### src/rtl/periph_bus_pkg.sv
// peripheral bus package: bus widths, register codes and read fill patterns
package periph_bus_pkg;

	// cpu data bus
	localparam int data_w = 16;

	// register select taken from address bits 4 to 1
	localparam int reg_addr_w = 4;

	// rp5c15 control registers, shared by both banks
	// bank select, bit 0 holds the bank
	localparam logic [reg_addr_w-1:0] rtc_bank_reg = 4'd13;
	// test register
	localparam logic [reg_addr_w-1:0] rtc_test_reg = 4'd14;
	// reset register
	localparam logic [reg_addr_w-1:0] rtc_reset_reg = 4'd15;

	// idle byte lane
	localparam logic [data_w/2-1:0] byte_fill = 8'hff;

	// undriven upper bits above a nibble read
	localparam logic [data_w-5:0] nibble_fill = 12'hfff;

endpackage

### src/rtl/ste_device_pkg.sv
// ste device package: joypad port sizes and rp5c15 time word layout
package ste_device_pkg;

	// enhanced joypad ports on the ste
	localparam int num_pads = 2;
	// host joystick word
	localparam int joy_w = 16;
	// select lines per pad, one per key group
	localparam int pad_sel_w = 4;
	// returned key lines per pad
	localparam int pad_key_w = 4;
	// fire and pause lines per pad
	localparam int pad_btn_w = 2;

	// host time word, bcd nibbles
	localparam int time_w = 64;
	// tos counts years from 1980
	localparam logic [3:0] year_offset = 4'd2;

	// nibble offsets in the time word
	localparam int sec_lo = 0;
	localparam int sec_hi = 4;
	localparam int min_lo = 8;
	localparam int min_hi = 12;
	localparam int hour_lo = 16;
	localparam int hour_hi = 20;
	localparam int day_lo = 24;
	localparam int day_hi = 28;
	localparam int mon_lo = 32;
	localparam int mon_hi = 36;
	localparam int year_lo = 40;
	localparam int year_hi = 44;
	// weekday overlaps the top of the year field
	localparam int wday_lo = 45;

	// host word bits routed to the button lines
	localparam int fire_bit = 4;
	localparam int pause_bit = 8;

endpackage

### src/rtl/pad_if.sv
// joypad link: host word and select lines in, key and button lines out
`timescale 1ns/10ps

interface pad_if;
	import ste_device_pkg::*;

	// host joystick bits for this port
	logic [joy_w-1:0] joy;
	// active low group selects
	logic [pad_sel_w-1:0] sel;
	// active low key lines
	logic [pad_key_w-1:0] keys;
	// active low fire and pause
	logic [pad_btn_w-1:0] buttons;

	modport ctrl_mp (output joy, output sel);
	modport pad_mp (input joy, input sel, output keys, output buttons);
	modport read_mp (input keys, input buttons);

endinterface

### src/rtl/pad_port_ctrl.sv
// joypad port controller: select latch, output enable and host stick routing
`timescale 1ns/10ps

module pad_port_ctrl (
	input  logic                                clk_32,
	input  logic                                xsint,
	input  logic                                ste_port_en_i,
	input  logic [ste_device_pkg::joy_w-1:0]    joy0_i,
	input  logic [ste_device_pkg::joy_w-1:0]    joy1_i,
	input  logic                                joy_wl_i,
	input  logic                                joy_we_n_i,
	input  logic [periph_bus_pkg::data_w/2-1:0] wr_data_i,
	output logic [periph_bus_pkg::data_w/2-1:0] sel_latch_o,
	pad_if.ctrl_mp                              pads [ste_device_pkg::num_pads]
);
	import periph_bus_pkg::*;
	import ste_device_pkg::*;

	logic [data_w/2-1:0] sel_latch;
	logic [joy_w-1:0]    joy_route [num_pads];

	// select lines written by the cpu, all high deselects every group
	always_ff @(posedge clk_32 or negedge xsint) begin
		if (!xsint) begin
			sel_latch <= '1;
		end else if (joy_wl_i) begin
			sel_latch <= wr_data_i;
		end
	end

	// read back on the low byte lane
	assign sel_latch_o = sel_latch;

	// ports are crossed: pad 0 is fed from host stick 1
	// with the ports off the pads see an idle stick
	assign joy_route[0] = ste_port_en_i ? joy1_i : '0;
	assign joy_route[1] = ste_port_en_i ? joy0_i : '0;

	for (genvar p = 0; p < num_pads; p++) begin : g_pad
		assign pads[p].joy = joy_route[p];
		// latch only reaches the pins while output enable is low
		assign pads[p].sel = joy_we_n_i ? '1 : sel_latch[p*pad_sel_w +: pad_sel_w];
	end

endmodule

### src/rtl/periph_read_mux.sv
// peripheral read mux: buttons, joypad byte lanes and clock nibble onto the bus
`timescale 1ns/10ps

module periph_read_mux (
	pad_if.read_mp                              pads [ste_device_pkg::num_pads],
	input  logic [periph_bus_pkg::data_w/2-1:0] sel_latch_i,
	input  logic [3:0]                          rtc_data_i,
	input  logic                                button_n_i,
	input  logic                                joy_rl_n_i,
	input  logic                                joy_rh_n_i,
	input  logic                                rtc_cs_n_i,
	output logic [periph_bus_pkg::data_w-1:0]   rd_data_o
);
	import periph_bus_pkg::*;
	import ste_device_pkg::*;

	logic [num_pads*pad_key_w-1:0] keys_all;
	logic [num_pads*pad_btn_w-1:0] btn_all;

	// pad 0 in the low bits
	for (genvar p = 0; p < num_pads; p++) begin : g_gather
		assign keys_all[p*pad_key_w +: pad_key_w] = pads[p].keys;
		assign btn_all[p*pad_btn_w +: pad_btn_w] = pads[p].buttons;
	end

	// buttons win, then joypad lanes, then clock
	always_comb begin
		if (!button_n_i) begin
			rd_data_o = {nibble_fill, btn_all};
		end else if (!(joy_rl_n_i & joy_rh_n_i)) begin
			// unread lane floats high
			rd_data_o[data_w-1:data_w/2] = joy_rh_n_i ? byte_fill : keys_all;
			rd_data_o[data_w/2-1:0] = joy_rl_n_i ? byte_fill : sel_latch_i;
		end else if (!rtc_cs_n_i) begin
			rd_data_o = {nibble_fill, rtc_data_i};
		end else begin
			rd_data_o = '1;
		end
	end

endmodule

### src/rtl/rtc_rp5c15.sv
// rp5c15 clock: bank 0 time decode, bank bit and bank 1 scratch nibbles
`timescale 1ns/10ps

module rtc_rp5c15 (
	input  logic                                  clk_32,
	input  logic                                  xsint,
	input  logic [ste_device_pkg::time_w-1:0]     time_i,
	input  logic [periph_bus_pkg::reg_addr_w-1:0] a_i,
	input  logic [3:0]                            wr_data_i,
	input  logic                                  rtc_cs_n_i,
	input  logic                                  rtc_wr_n_i,
	output logic [3:0]                            rtc_data_o
);
	import periph_bus_pkg::*;
	import ste_device_pkg::*;

	logic       bank;
	logic [3:0] scratch [2**reg_addr_w];
	logic       wr_en;

	// chip select and write strobe both low
	assign wr_en = ~(rtc_cs_n_i | rtc_wr_n_i);

	always_ff @(posedge clk_32 or negedge xsint) begin
		if (!xsint) begin
			bank <= 1'b0;
		end else if (wr_en && (a_i == rtc_bank_reg)) begin
			bank <= wr_data_i[0];
		end
	end

	// every other register lands in the scratch file
	always_ff @(posedge clk_32) begin
		if (wr_en && (a_i != rtc_bank_reg)) begin
			scratch[a_i] <= wr_data_i;
		end
	end

	always_comb begin
		if (a_i == rtc_bank_reg) begin
			// mode register, timer enable bit reads set
			rtc_data_o = {3'b100, bank};
		end else if (a_i == rtc_test_reg) begin
			rtc_data_o = 4'h0;
		end else if (a_i == rtc_reset_reg) begin
			rtc_data_o = 4'hc;
		end else if (bank) begin
			rtc_data_o = scratch[a_i];
		end else begin
			case (a_i)
				4'd0: rtc_data_o = time_i[sec_lo +: 4];
				4'd1: rtc_data_o = time_i[sec_hi +: 4];
				4'd2: rtc_data_o = time_i[min_lo +: 4];
				4'd3: rtc_data_o = time_i[min_hi +: 4];
				4'd4: rtc_data_o = time_i[hour_lo +: 4];
				4'd5: rtc_data_o = time_i[hour_hi +: 4];
				4'd6: rtc_data_o = time_i[wday_lo +: 4];
				4'd7: rtc_data_o = time_i[day_lo +: 4];
				4'd8: rtc_data_o = time_i[day_hi +: 4];
				4'd9: rtc_data_o = time_i[mon_lo +: 4];
				4'd10: rtc_data_o = time_i[mon_hi +: 4];
				4'd11: rtc_data_o = time_i[year_lo +: 4];
				// wraps modulo 16
				4'd12: rtc_data_o = time_i[year_hi +: 4] + year_offset;
				default: rtc_data_o = 4'hf;
			endcase
		end
	end

endmodule

### src/rtl/ste_joypad.sv
// ste enhanced joypad: key group matrix and fire and pause lines
`timescale 1ns/10ps

module ste_joypad (
	pad_if.pad_mp pad
);
	import ste_device_pkg::*;

	logic [pad_key_w-1:0] hit;

	// or together every selected group
	// group k is bits 4k to 4k+3 of the host word
	always_comb begin
		hit = '0;
		for (int k = 0; k < pad_sel_w; k++) begin
			if (!pad.sel[k]) begin
				hit = hit | pad.joy[k*pad_key_w +: pad_key_w];
			end
		end
	end

	// pressed keys pull the lines low
	assign pad.keys = ~hit;

	// fire on select 0, pause on select 1
	assign pad.buttons[0] = ~(~pad.sel[0] & pad.joy[fire_bit]);
	assign pad.buttons[1] = ~(~pad.sel[1] & pad.joy[pause_bit]);

endmodule

### src/rtl/ste_periph_top.sv
// ste extended peripherals: two enhanced joypad ports and the rp5c15 clock
`timescale 1ns/10ps

module ste_periph_top (
	input  logic                                  clk_32,
	input  logic                                  xsint,
	input  logic                                  ste_port_en_i,
	input  logic [ste_device_pkg::joy_w-1:0]      joy0_i,
	input  logic [ste_device_pkg::joy_w-1:0]      joy1_i,
	input  logic [ste_device_pkg::time_w-1:0]     time_i,
	input  logic [periph_bus_pkg::reg_addr_w-1:0] a_i,
	input  logic [periph_bus_pkg::data_w-1:0]     wr_data_i,
	input  logic                                  joy_wl_i,
	input  logic                                  joy_we_n_i,
	input  logic                                  joy_rl_n_i,
	input  logic                                  joy_rh_n_i,
	input  logic                                  button_n_i,
	input  logic                                  rtc_cs_n_i,
	input  logic                                  rtc_wr_n_i,
	output logic [periph_bus_pkg::data_w-1:0]     rd_data_o
);
	import periph_bus_pkg::*;
	import ste_device_pkg::*;

	logic [data_w/2-1:0] sel_latch;
	logic [3:0]          rtc_data;

	// one link per port
	pad_if pads [num_pads] ();

	// select latch sits on the low byte lane
	pad_port_ctrl u_port_ctrl (
		.clk_32        (clk_32),
		.xsint         (xsint),
		.ste_port_en_i (ste_port_en_i),
		.joy0_i        (joy0_i),
		.joy1_i        (joy1_i),
		.joy_wl_i      (joy_wl_i),
		.joy_we_n_i    (joy_we_n_i),
		.wr_data_i     (wr_data_i[data_w/2-1:0]),
		.sel_latch_o   (sel_latch),
		.pads          (pads)
	);

	for (genvar p = 0; p < num_pads; p++) begin : g_pads
		ste_joypad u_pad (
			.pad (pads[p])
		);
	end

	// clock registers are four bits wide
	rtc_rp5c15 u_rtc (
		.clk_32     (clk_32),
		.xsint      (xsint),
		.time_i     (time_i),
		.a_i        (a_i),
		.wr_data_i  (wr_data_i[3:0]),
		.rtc_cs_n_i (rtc_cs_n_i),
		.rtc_wr_n_i (rtc_wr_n_i),
		.rtc_data_o (rtc_data)
	);

	periph_read_mux u_read_mux (
		.pads        (pads),
		.sel_latch_i (sel_latch),
		.rtc_data_i  (rtc_data),
		.button_n_i  (button_n_i),
		.joy_rl_n_i  (joy_rl_n_i),
		.joy_rh_n_i  (joy_rh_n_i),
		.rtc_cs_n_i  (rtc_cs_n_i),
		.rd_data_o   (rd_data_o)
	);

endmodule

### config.mk
export PLATFORM = sky130hd
export DESIGN_NAME = ste_periph_top
export DESIGN_NICKNAME = d
export VERILOG_FILES = /design/src/rtl/periph_bus_pkg.sv /design/src/rtl/ste_device_pkg.sv /design/src/rtl/pad_if.sv /design/src/rtl/pad_port_ctrl.sv /design/src/rtl/periph_read_mux.sv /design/src/rtl/rtc_rp5c15.sv /design/src/rtl/ste_joypad.sv /design/src/rtl/ste_periph_top.sv
export SDC_FILE = /design/constraint.sdc
export NUM_CORES = 1
export LEC_CHECK = 0
export ABC_AREA = 1
export BUFFER_PORTS_ARGS = -buffer_cell sky130_fd_sc_hd__buf_2
export CAP_MARGIN = 15
export CORE_AREA = 4 4 127 104
export DETAILED_ROUTE_END_ITERATION = 8
export DIE_AREA = 0 0 131 108
export REMOVE_ABC_BUFFERS = 1
export SYNTH_ARGS = -nofsm -noshare
export SYNTH_HDL_FRONTEND = slang
export SYNTH_SLANG_ARGS = --single-unit
### constraint.sdc
create_clock -name clk_32 -period 1.58 [get_ports clk_32]
set_input_delay 0.158 -clock clk_32 [delete_from_list [all_inputs] [get_ports clk_32]]
set_output_delay 0.158 -clock clk_32 [all_outputs]
set_load 0.05 [all_outputs]
Yosys cells after proc, flatten, opt, wreduce, memory -nomap -nowiden
Memory sizes are Yosys's and may differ from the RTL's. Cells that the tools add are included.

Multiplexer cells: 24. Eq/ne operators: 16. Add/subtract/negate cells: 1. Bitwise operators: 23. Reductions and logical operators: 3.

Operators by type and width (count): 2-to-1 mux 16 bit (4); 2-to-1 mux 4 bit (15); one-hot mux 4 bit (13 select lines) (1); == test 4 bit (second input constant) (8); bitwise OR 4 bit (6); == test 4 x 3 -> 1 bit (second input constant) (4); 2-to-1 mux 8 bit (2); NOT 1 bit (9); == test 4 x 2 -> 1 bit (second input constant) (2); NOT 4 bit (2); bitwise AND 1 bit (5); adder 4 x 2 -> 4 bit (second input constant) (1); == test 4 x 1 -> 1 bit (second input constant) (1); zero test 4 bit (1); != test 4 bit (second input constant) (1); logical AND 1 bit (2); 2-to-1 mux 1 bit (2); bitwise OR 1 bit (1).

Flip-flop bits (word level): 9. Input port bits: 126. Memories: 1. Bits in writable memories: 64. Output and inout port bits: 16.

Memory list: u_rtc.scratch (depth 16, bits a word 4, rd ports 1, clocked after memory_dff 0, wr ports 1, line rtc_rp5c15.sv:18) `logic [3:0] scratch [2**reg_addr_w];`.

Depth between registers and ports, before layout
Gate-level depths: netlist of the first run.

Depth in word-level cells: 12. Mapped depth: 17. Depth with buffers taken out: 16.

Modules after synthesis
Synthesis of the first run repeated with hierarchy kept, for this count alone.

Cells, all modules: 619. Area, all modules: 4460.5 sq um.

By module, submodules not included: rtc_rp5c15 (seq. area each 1946.9 sq um, cells an instance 384, times used 1, area an instance 3330.7 sq um); pad_port_ctrl (seq. area each 210.2 sq um, cells an instance 109, times used 1, area an instance 633.1 sq um); ste_joypad (seq. area each 0.0 sq um, cells an instance 34, times used 2, area an instance 127.6 sq um); periph_read_mux (seq. area each 0.0 sq um, cells an instance 58, times used 1, area an instance 241.5 sq um).

Worst setup path before layout of the first run
No wires, ideal clock.

Path kind: register to output. Start point: register u_port_ctrl.sel_latch[1] (netlist: u_port_ctrl.sel_latch_o[1]). End point: output rd_data_o[8] (netlist name). Data arrival time: 2.537 ns. Path slack: -1.115 ns. Stages on the path, launching flop included: 5. Path through: dfstp_2 -> inv_1 -> nand2_1 -> nor2_1 -> o311ai_0.

Cells in the longest elaborated chain, start to end: 10.

RTL lines: from (decl) (line pad_port_ctrl.sv:19) `logic [data_w/2-1:0] sel_latch;`; from (signal assigned) (line pad_port_ctrl.sv:27) `sel_latch <= wr_data_i;`; 2-to-1 mux 4 bit * (line pad_port_ctrl.sv:42) `assign pads[p].sel = joy_we_n_i ? '1 : sel_latch[p*pad_sel_w +: pad_sel_w];`; 2-to-1 mux 4 bit * (line ste_joypad.sv:16) `if (!pad.sel[k]) begin`; bitwise OR 4 bit (line ste_joypad.sv:17) `hit = hit | pad.joy[k*pad_key_w +: pad_key_w];`; 2-to-1 mux 4 bit * (line ste_joypad.sv:16); bitwise OR 4 bit (line ste_joypad.sv:17); 2-to-1 mux 4 bit * (line ste_joypad.sv:16); NOT 4 bit * (line ste_joypad.sv:23) `assign pad.keys = ~hit;`; 2-to-1 mux 8 bit * (line periph_read_mux.sv:32) `rd_data_o[data_w-1:data_w/2] = joy_rh_n_i ? byte_fill : keys_all;`; 2-to-1 mux 16 bit * (line periph_read_mux.sv:30) `end else if (!(joy_rl_n_i & joy_rh_n_i)) begin`; 2-to-1 mux 16 bit * (line periph_read_mux.sv:28) `if (!button_n_i) begin`; to (decl) (line ste_periph_top.sv:20) `output logic [periph_bus_pkg::data_w-1:0] rd_data_o`.

Mark *: on every way between the ends. The rest lies on a longest branch, timed or not.

Worst setup path after layout of the first run
Start point: memory u_rtc.scratch[8][3]. End point: output rd_data_o[3] (netlist name).

Cells in the longest elaborated chain, start to end: 8.

RTL lines: from (decl) (line rtc_rp5c15.sv:18); memory read (16 x 4 bit); 2-to-1 mux 4 bit (line rtc_rp5c15.sv:47) `end else if (bank) begin`; 2-to-1 mux 4 bit (line rtc_rp5c15.sv:45) `end else if (a_i == rtc_reset_reg) begin`; 2-to-1 mux 4 bit (line rtc_rp5c15.sv:43) `end else if (a_i == rtc_test_reg) begin`; 2-to-1 mux 4 bit (line rtc_rp5c15.sv:40) `if (a_i == rtc_bank_reg) begin`; 2-to-1 mux 4 bit (line periph_read_mux.sv:34) `end else if (!rtc_cs_n_i) begin`; 2-to-1 mux 16 bit (line periph_read_mux.sv:30); 2-to-1 mux 16 bit (line periph_read_mux.sv:28).

Every way passes these cells.

==> flow_summary.yaml, run 1 <==
setup_path:
  cp.required_ps: 1420
  cp.arrival_ps: 1770
  path_max_fanout: 1
  cp-start-kind: "flip-flop"
  end_kind: "output pin"
  critPathKind: "reg -> out"
final_layout:
  diodes: 0
  final_util_pct: 50.06
  final_nets: 817
  nFillCells: 1135
  post-route-cell-area_um2: 6021
  drive_gt1_share_pct: 40.14
  area_growth_pct: 50.99
synthesis:
  synth.distinct_cells: 34
  ys_ff_latch: 73
  synth_warnings: 0
  yosysSeqAreaShare_pct: 54.09
  netlist_area_um2: 3988
  syn_avg_cell_area_um2: 8.088
  synth_cells: 493
sta:
  setup_violations: 8
  skew_ps: 0
  layout_setup_ws_ps: -345.9
  clock.fmax_ghz: 0.5192
  post-route-period-util_pct: 121.9
  finalCriticalPeriod_ps: 1926
  rsz0062_at_grt: "true"
  worst_hold_slack_ps: 33.04
  slew_violations: 0
  hold_viol_final: 0
floorplanning:
  core.rowCount: 36
  ios: 142
  die_y_um: 108
  die_w_um: 131
  dieArea_um2: 14150
  core_area_um2: 12030
  initial_core_util_pct: 33.16
routing:
  drc: 0
  drtAntennaViolNets: 0
  wl_met1_um: 5983
  highest_layer: "met4"
  drt-total-wl_um: 12910
  first_iter_violations: 289
  firstDrtPassIters: 6
  wl_met3_um: 755
  wl_met2_um: 6093
  vias: 4089
  wl_per_cell_um: 15.24
  vias_per_cell: 4.828
global_route:
  grt_usage_pct: 18.29
  grt-ovfl-total: 0
  grt_pass1_wl_um: 19840
  grt_max_degree: 19
  antenna_found_initial: 0
  grt_pass1_vias: 3863
place:
  dpl.hpwl_um: 9936
  io_buffers: 118
  gp_congestion: 0.9096
  place_ws_ps: -485.3
  dpl_cell_area_um2: 5236
run:
  max_cap_viol_count: 0
power_and_ir_drop:
  combPwrFrac_pct: 19.2
  p_leak_nw: 2.765
  power_frac_clock_pct: 38.8
  seq_power_share_pct: 42.0
  intPower_mw: 3.845
  vdd_drop_max_mv: 0.5065
  total_power_mw: 5.221
  p_per_area_nw_per_um2: 867.2
  swShare_pct: 26.35
  switchingPower_mw: 1.376
clock_network:
  clock_path_buffers: 2
  tritoncts: "built"
  cts_sinks: 73
  clkSlewWorstSetupHoldPaths_ps: 60
  cts-buffers-inserted: 9
  h-tree-depth: 3
  insertion_delay_ps: 330
  clockRootBuffer: "clkbuf_16"
outcome:
  violations: "setup timing"
  status: "finished with violations"
worst_hold_path:
  hp-class: "in -> reg"
## path summary, 6_finish.rpt
kind / from / to / slack, ps / cells past startpoint
max: u_rtc.scratch[8][3] / rd_data_o[3] / -350 / 15
min: wr_data_i[6] / u_port_ctrl.sel_latch_o[6] / 30 / 3
max reg2reg: u_rtc.bank / u_rtc.bank / 500 / 5
min reg2reg: u_port_ctrl.sel_latch_o[2] / u_port_ctrl.sel_latch_o[2] / 510 / 2
max in group asynchronous: xsint / u_port_ctrl.sel_latch_o[0] / 1130 / 2
min in group asynchronous: xsint / u_rtc.bank / 210 / 2
## cell usage after synthesis
cell type	n	area, µm²
inv_2	3	11.26
o22ai_1	8	50.05
xor2_1	1	8.760
nand2_2	4	25.02
o32ai_1	1	8.760
clkbuf_1	3	11.26
buf_4	1	7.510
buf_2	3	15.01
dfrtp_1	1	25.02
inv_1	43	161.4
o311ai_0	1	8.760
nand3b_1	1	7.510
inv_4	1	6.260
clkinv_1	2	7.510
a22oi_1	6	45.04
nor3b_1	1	7.510
o21ai_1	2	10.01
nor2_2	4	25.02
o211ai_1	1	7.510
nor3_1	12	60.06
nand4_1	11	68.82
o21ai_0	15	75.07
o31ai_1	2	15.01
a21oi_1	11	55.05
o2bb2ai_1	1	8.760
dfstp_2	8	210.2
ha_1	1	12.51
nor2_1	45	168.9
nand2_1	202	758.2
nand3_1	30	150.1
edfxtp_1	64	1922
conb_1	1	3.750
buf_6	2	22.52
o21bai_1	1	7.510
## worst max-delay path, stage by stage, from the launching register on
cell      delay, ps
edfxtp_1        370
nand2_1          70
nand2_1          60
nand2_2          60
nand3_2          70
nand2_2          80
nand2_1          50
nor2_1           80
nand2_1          70
nand2_1          90
nand2_1          50
nand2_1          50
nand2_1          50
nand2_1          70
nand2_1          60
buf_6           150
## stage by stage
stage | instances | TNS [ps]
floorplan | 487 | -1559
global placement | 822 | -7423
detailed placement | 822 | -8779
CTS | 843 | -1441
global route | 847 | -2383
finish | 847 | -1334
## what timing repair did
item | CTS | global route
pin swaps | 13 | 36
setup buffers | 4 | 4
hold buffers | 1 | 0
setup endpoints to repair | 12 | 18
gates resized for setup | 60 | 62
hold endpoints to repair | 9 | 0
## power by group through the flow
stage | sequential, mW | clock (mW) | combinational, mW
after detailed placement | 2.22 | 0 | 0.835
after global routing | 2.20 | 2.15 | 1.09
final | 2.19 | 2.03 | 1.00
after CTS | 2.19 | 2.06 | 0.916
after floorplan | 2.22 | 0 | 0.402
after global placement | 2.22 | 0 | 0.833
## layout by cell type (no fill, tap or decap), types with 3 or more instances in the layout
master,count
nor2_4,14
dfstp_2,8
nor2_1,32
buf_2,101
clkbuf_16,11
a21oi_1,9
o22ai_1,6
inv_1,36
conb_1,4
o21ai_1,4
buf_12,3
nand3_2,8
buf_6,17
nand2_4,4
edfxtp_1,64
clkbuf_4,3
inv_4,4
nand2_2,13
nand2_1,188
o21ai_2,3
a22oi_1,5
nor2_2,3
inv_2,7
o21ai_0,10
nand3_1,22
nand4_1,11
nor3_1,11
buf_4,66
## flip-flops by register name (all words and copies together) (netlist names)
| signal | flops |
|---|---|
| u_rtc.bank | 1 |
| u_port_ctrl.sel_latch_o | 8 |
| u_rtc.scratch | 64 |
## routing by layer
metal,GRT usage (%),vias up
met3,4.642,9
met4,2.643,0
met1,26.42,1927
li1,-,2036
met5,0,-
met2,28.44,117
## logic make-up (layout without fill, tap and decap cells)
group / after synthesis / count (layout) / share of synthesized area (%)
buf+inv: 58 / 257 / 6.087
fa+ha+maj: 1 / 1 / 0.3137
compound gates: 49 / 49 / 7.311
simple gates: 310 / 310 / 31.88
flops: 73 / 73 / 54.09
other cells: 1 / 4 / 0.09404
xor+xnor: 1 / 1 / 0.2197
## final cells by class
cell class                      instances  area, µm²  area share [%]
Clock buffer                           12      279.0           4.634
Timing Repair Buffer                  192       1300           21.59
Clock inverter                          4      27.53          0.4572
Multi-Input combinational cell        365       1864           30.96
Inverter                               49      202.7           3.367
Sequential cell                        73       2157           35.83
Tap cell                              152      190.2           3.159
(Power assumes the default switching activity.)
==> run 2, diff against run 1 <==
--- a/config.mk
+++ b/config.mk
@@ -11,6 +11,7 @@
 export CORE_AREA = 4 4 127 104
 export DETAILED_ROUTE_END_ITERATION = 8
 export DIE_AREA = 0 0 131 108
+export RECOVER_POWER = 25
 export REMOVE_ABC_BUFFERS = 1
 export SYNTH_ARGS = -nofsm -noshare
 export SYNTH_HDL_FRONTEND = slang
==> flow_summary.yaml, run 2 (synthesis results as in run 1) <==
clock_network:
  h-tree-depth: 3
  clockRootBuffer: "clkbuf_16"
  clock_path_buffers: 2
  tritoncts: "built"
  cts_sinks: 73
  insertion_delay_ps: 330
  clkSlewWorstSetupHoldPaths_ps: 60
  cts-buffers-inserted: 9
sta:
  max_slew_margin_pct: 46.08
  post-route-period-util_pct: 121.9
  slew_violations: 0
  clock.fmax_ghz: 0.5193
  rsz0062_at_grt: "true"
  worst_slew_pin_slew_ps: 808.9
  layout_setup_ws_ps: -345.6
  finalCriticalPeriod_ps: 1926
  worst_hold_slack_ps: 33.27
  hold_viol_final: 0
  setup_violations: 8
  skew_ps: 0
global_route:
  grt_pass1_vias: 3863
  grt_max_degree: 19
  grt-ovfl-total: 0
  grt_usage_pct: 18.29
  grt_pass1_wl_um: 19840
  antenna_found_initial: 0
floorplanning:
  core.rowCount: 36
  core_area_um2: 12030
  initial_core_util_pct: 33.16
  ios: 142
  die_y_um: 108
  dieArea_um2: 14150
  die_w_um: 131
final_layout:
  seqCellArea_um2: 2157
  final_common_cell: "nand2_1"
  final_nets: 817
  final_cells: 847
  final_cell_mix: "nand2_1, buf_2, buf_4, edfxtp_1, inv_1"
  largest_register_ffs: 64
  drive_gt1_share_pct: 39.71
  nFillCells: 1135
  top_register: "u_rtc.scratch"
  diodes: 0
  multiInputGateArea_um2: 1864
  area_growth_pct: 50.89
power_and_ir_drop:
  p_leak_nw: 2.757
  p_per_area_nw_per_um2: 867.4
  total_power_mw: 5.219
  vdd_drop_max_mv: 0.5058
setup_path:
  cp_common_cell: "nand2_1"
  critical-path-max-stage-delay_ps: 370
  cp.required_ps: 1420
  end_kind: "output pin"
  critPathSlowestCell: "edfxtp_1"
  path_max_fanout: 1
  cp-start-kind: "flip-flop"
  crit_chain: "nand2_1 > nand2_1 > nand2_2 > nand3_2 > nand2_2 > nand2_1 > nor2_1 > nand2_1 > nand2_1 > nand2_1 > nand2_1 > nand2_1 > nand2_1 > nand2_1 > buf_6"
  critPathKind: "reg -> out"
  cp.arrival_ps: 1770
outcome:
  status: "finished with violations"
  violations: "setup timing"
routing:
  drtAntennaViolNets: 0
  firstDrtPassIters: 7
  drt-total-wl_um: 12900
  drc: 0
  first_iter_violations: 287
  vias_per_cell: 4.829
  wl_per_cell_um: 15.23
  vias: 4090
worst_hold_path:
  hp-class: "in -> reg"
place:
  io_buffers: 118
  gp_congestion: 0.9096
  place_ws_ps: -485.3
  place_inst: 822
  dpl.hpwl_um: 9936
run:
  max_cap_viol_count: 0
==> run 2: cell types whose count changed in the layout (fill, tap and decap cells not counted) <==
cell,before,now
buf_2,101,98
clkbuf_1,1,4
==> run 2: area by class of cell <==
class,count,share of cell area [%]
flip-flops and latches,73,35.85
multi-input cells,365,30.98
repair buffers,192,21.54
clock buffers,12,4.637
inverters,49,3.369
well taps,152,3.161
clock inverters,4,0.4575
==> run 2: final timing paths <==
check,start,to,slack (ps),cells after the start
hold reg to reg,u_port_ctrl.sel_latch_o[2],u_port_ctrl.sel_latch_o[2],510,2
setup / recovery,u_rtc.scratch[8][3],rd_data_o[3],-350,15
max in group asynchronous,xsint,u_port_ctrl.sel_latch_o[0],1130,2
min in group asynchronous,xsint,u_rtc.bank,210,2
hold / removal,wr_data_i[6],u_port_ctrl.sel_latch_o[6],30,3
setup reg to reg,u_rtc.bank,u_rtc.bank,500,5
==> run 2: report_power, final <==
part / leakage (nW) / switching [mW] / internal, mW
clock: 0.155 / 0.764 / 1.26
sequential: 0.674 / 0.0270 / 2.17
combinational: 1.93 / 0.583 / 0.417
total: 2.76 / 1.37 / 3.84
==> run 2: timing repair <==
| item | CTS | global route |
|---|---|---|
| hold buffers | 1 | 0 |
| pin swaps | 13 | 36 |
| endpoints found under the hold margin | 9 | 0 |
| endpoints found under the setup margin | 12 | 18 |
| resized for setup | 60 | 62 |
| buffers inserted | 4 | 4 |
==> run 2: metrics by stage <==
step,utilization (%),instance area [µm²],setup TNS (ps)
after floorplan,-,3943,-1559
after global placement,43.54,5236,-7423
after detailed placement,43.54,5236,-8779
after CTS,48.09,5783,-1441
after global routing,50.03,6017,-2383
final,50.03,6017,-1332
==> run 2: layer usage <==
layer  global-route usage, %  share of wire (%)  vias to the layer above
met5                       0                  0                        -
met4                   2.643               0.57                        0
met3                   4.642                6.4                        9
met2                   28.44                 47                      121
met1                   26.42                 46                     1924
li1                        -                  -                     2036
==> run 2: worst max-delay path, delay by kind of cell (launching register included) <==
family,cells,cell delay (ps)
and+or+nand+nor,14,910
DFF,1,370
buffers and inverters,1,150
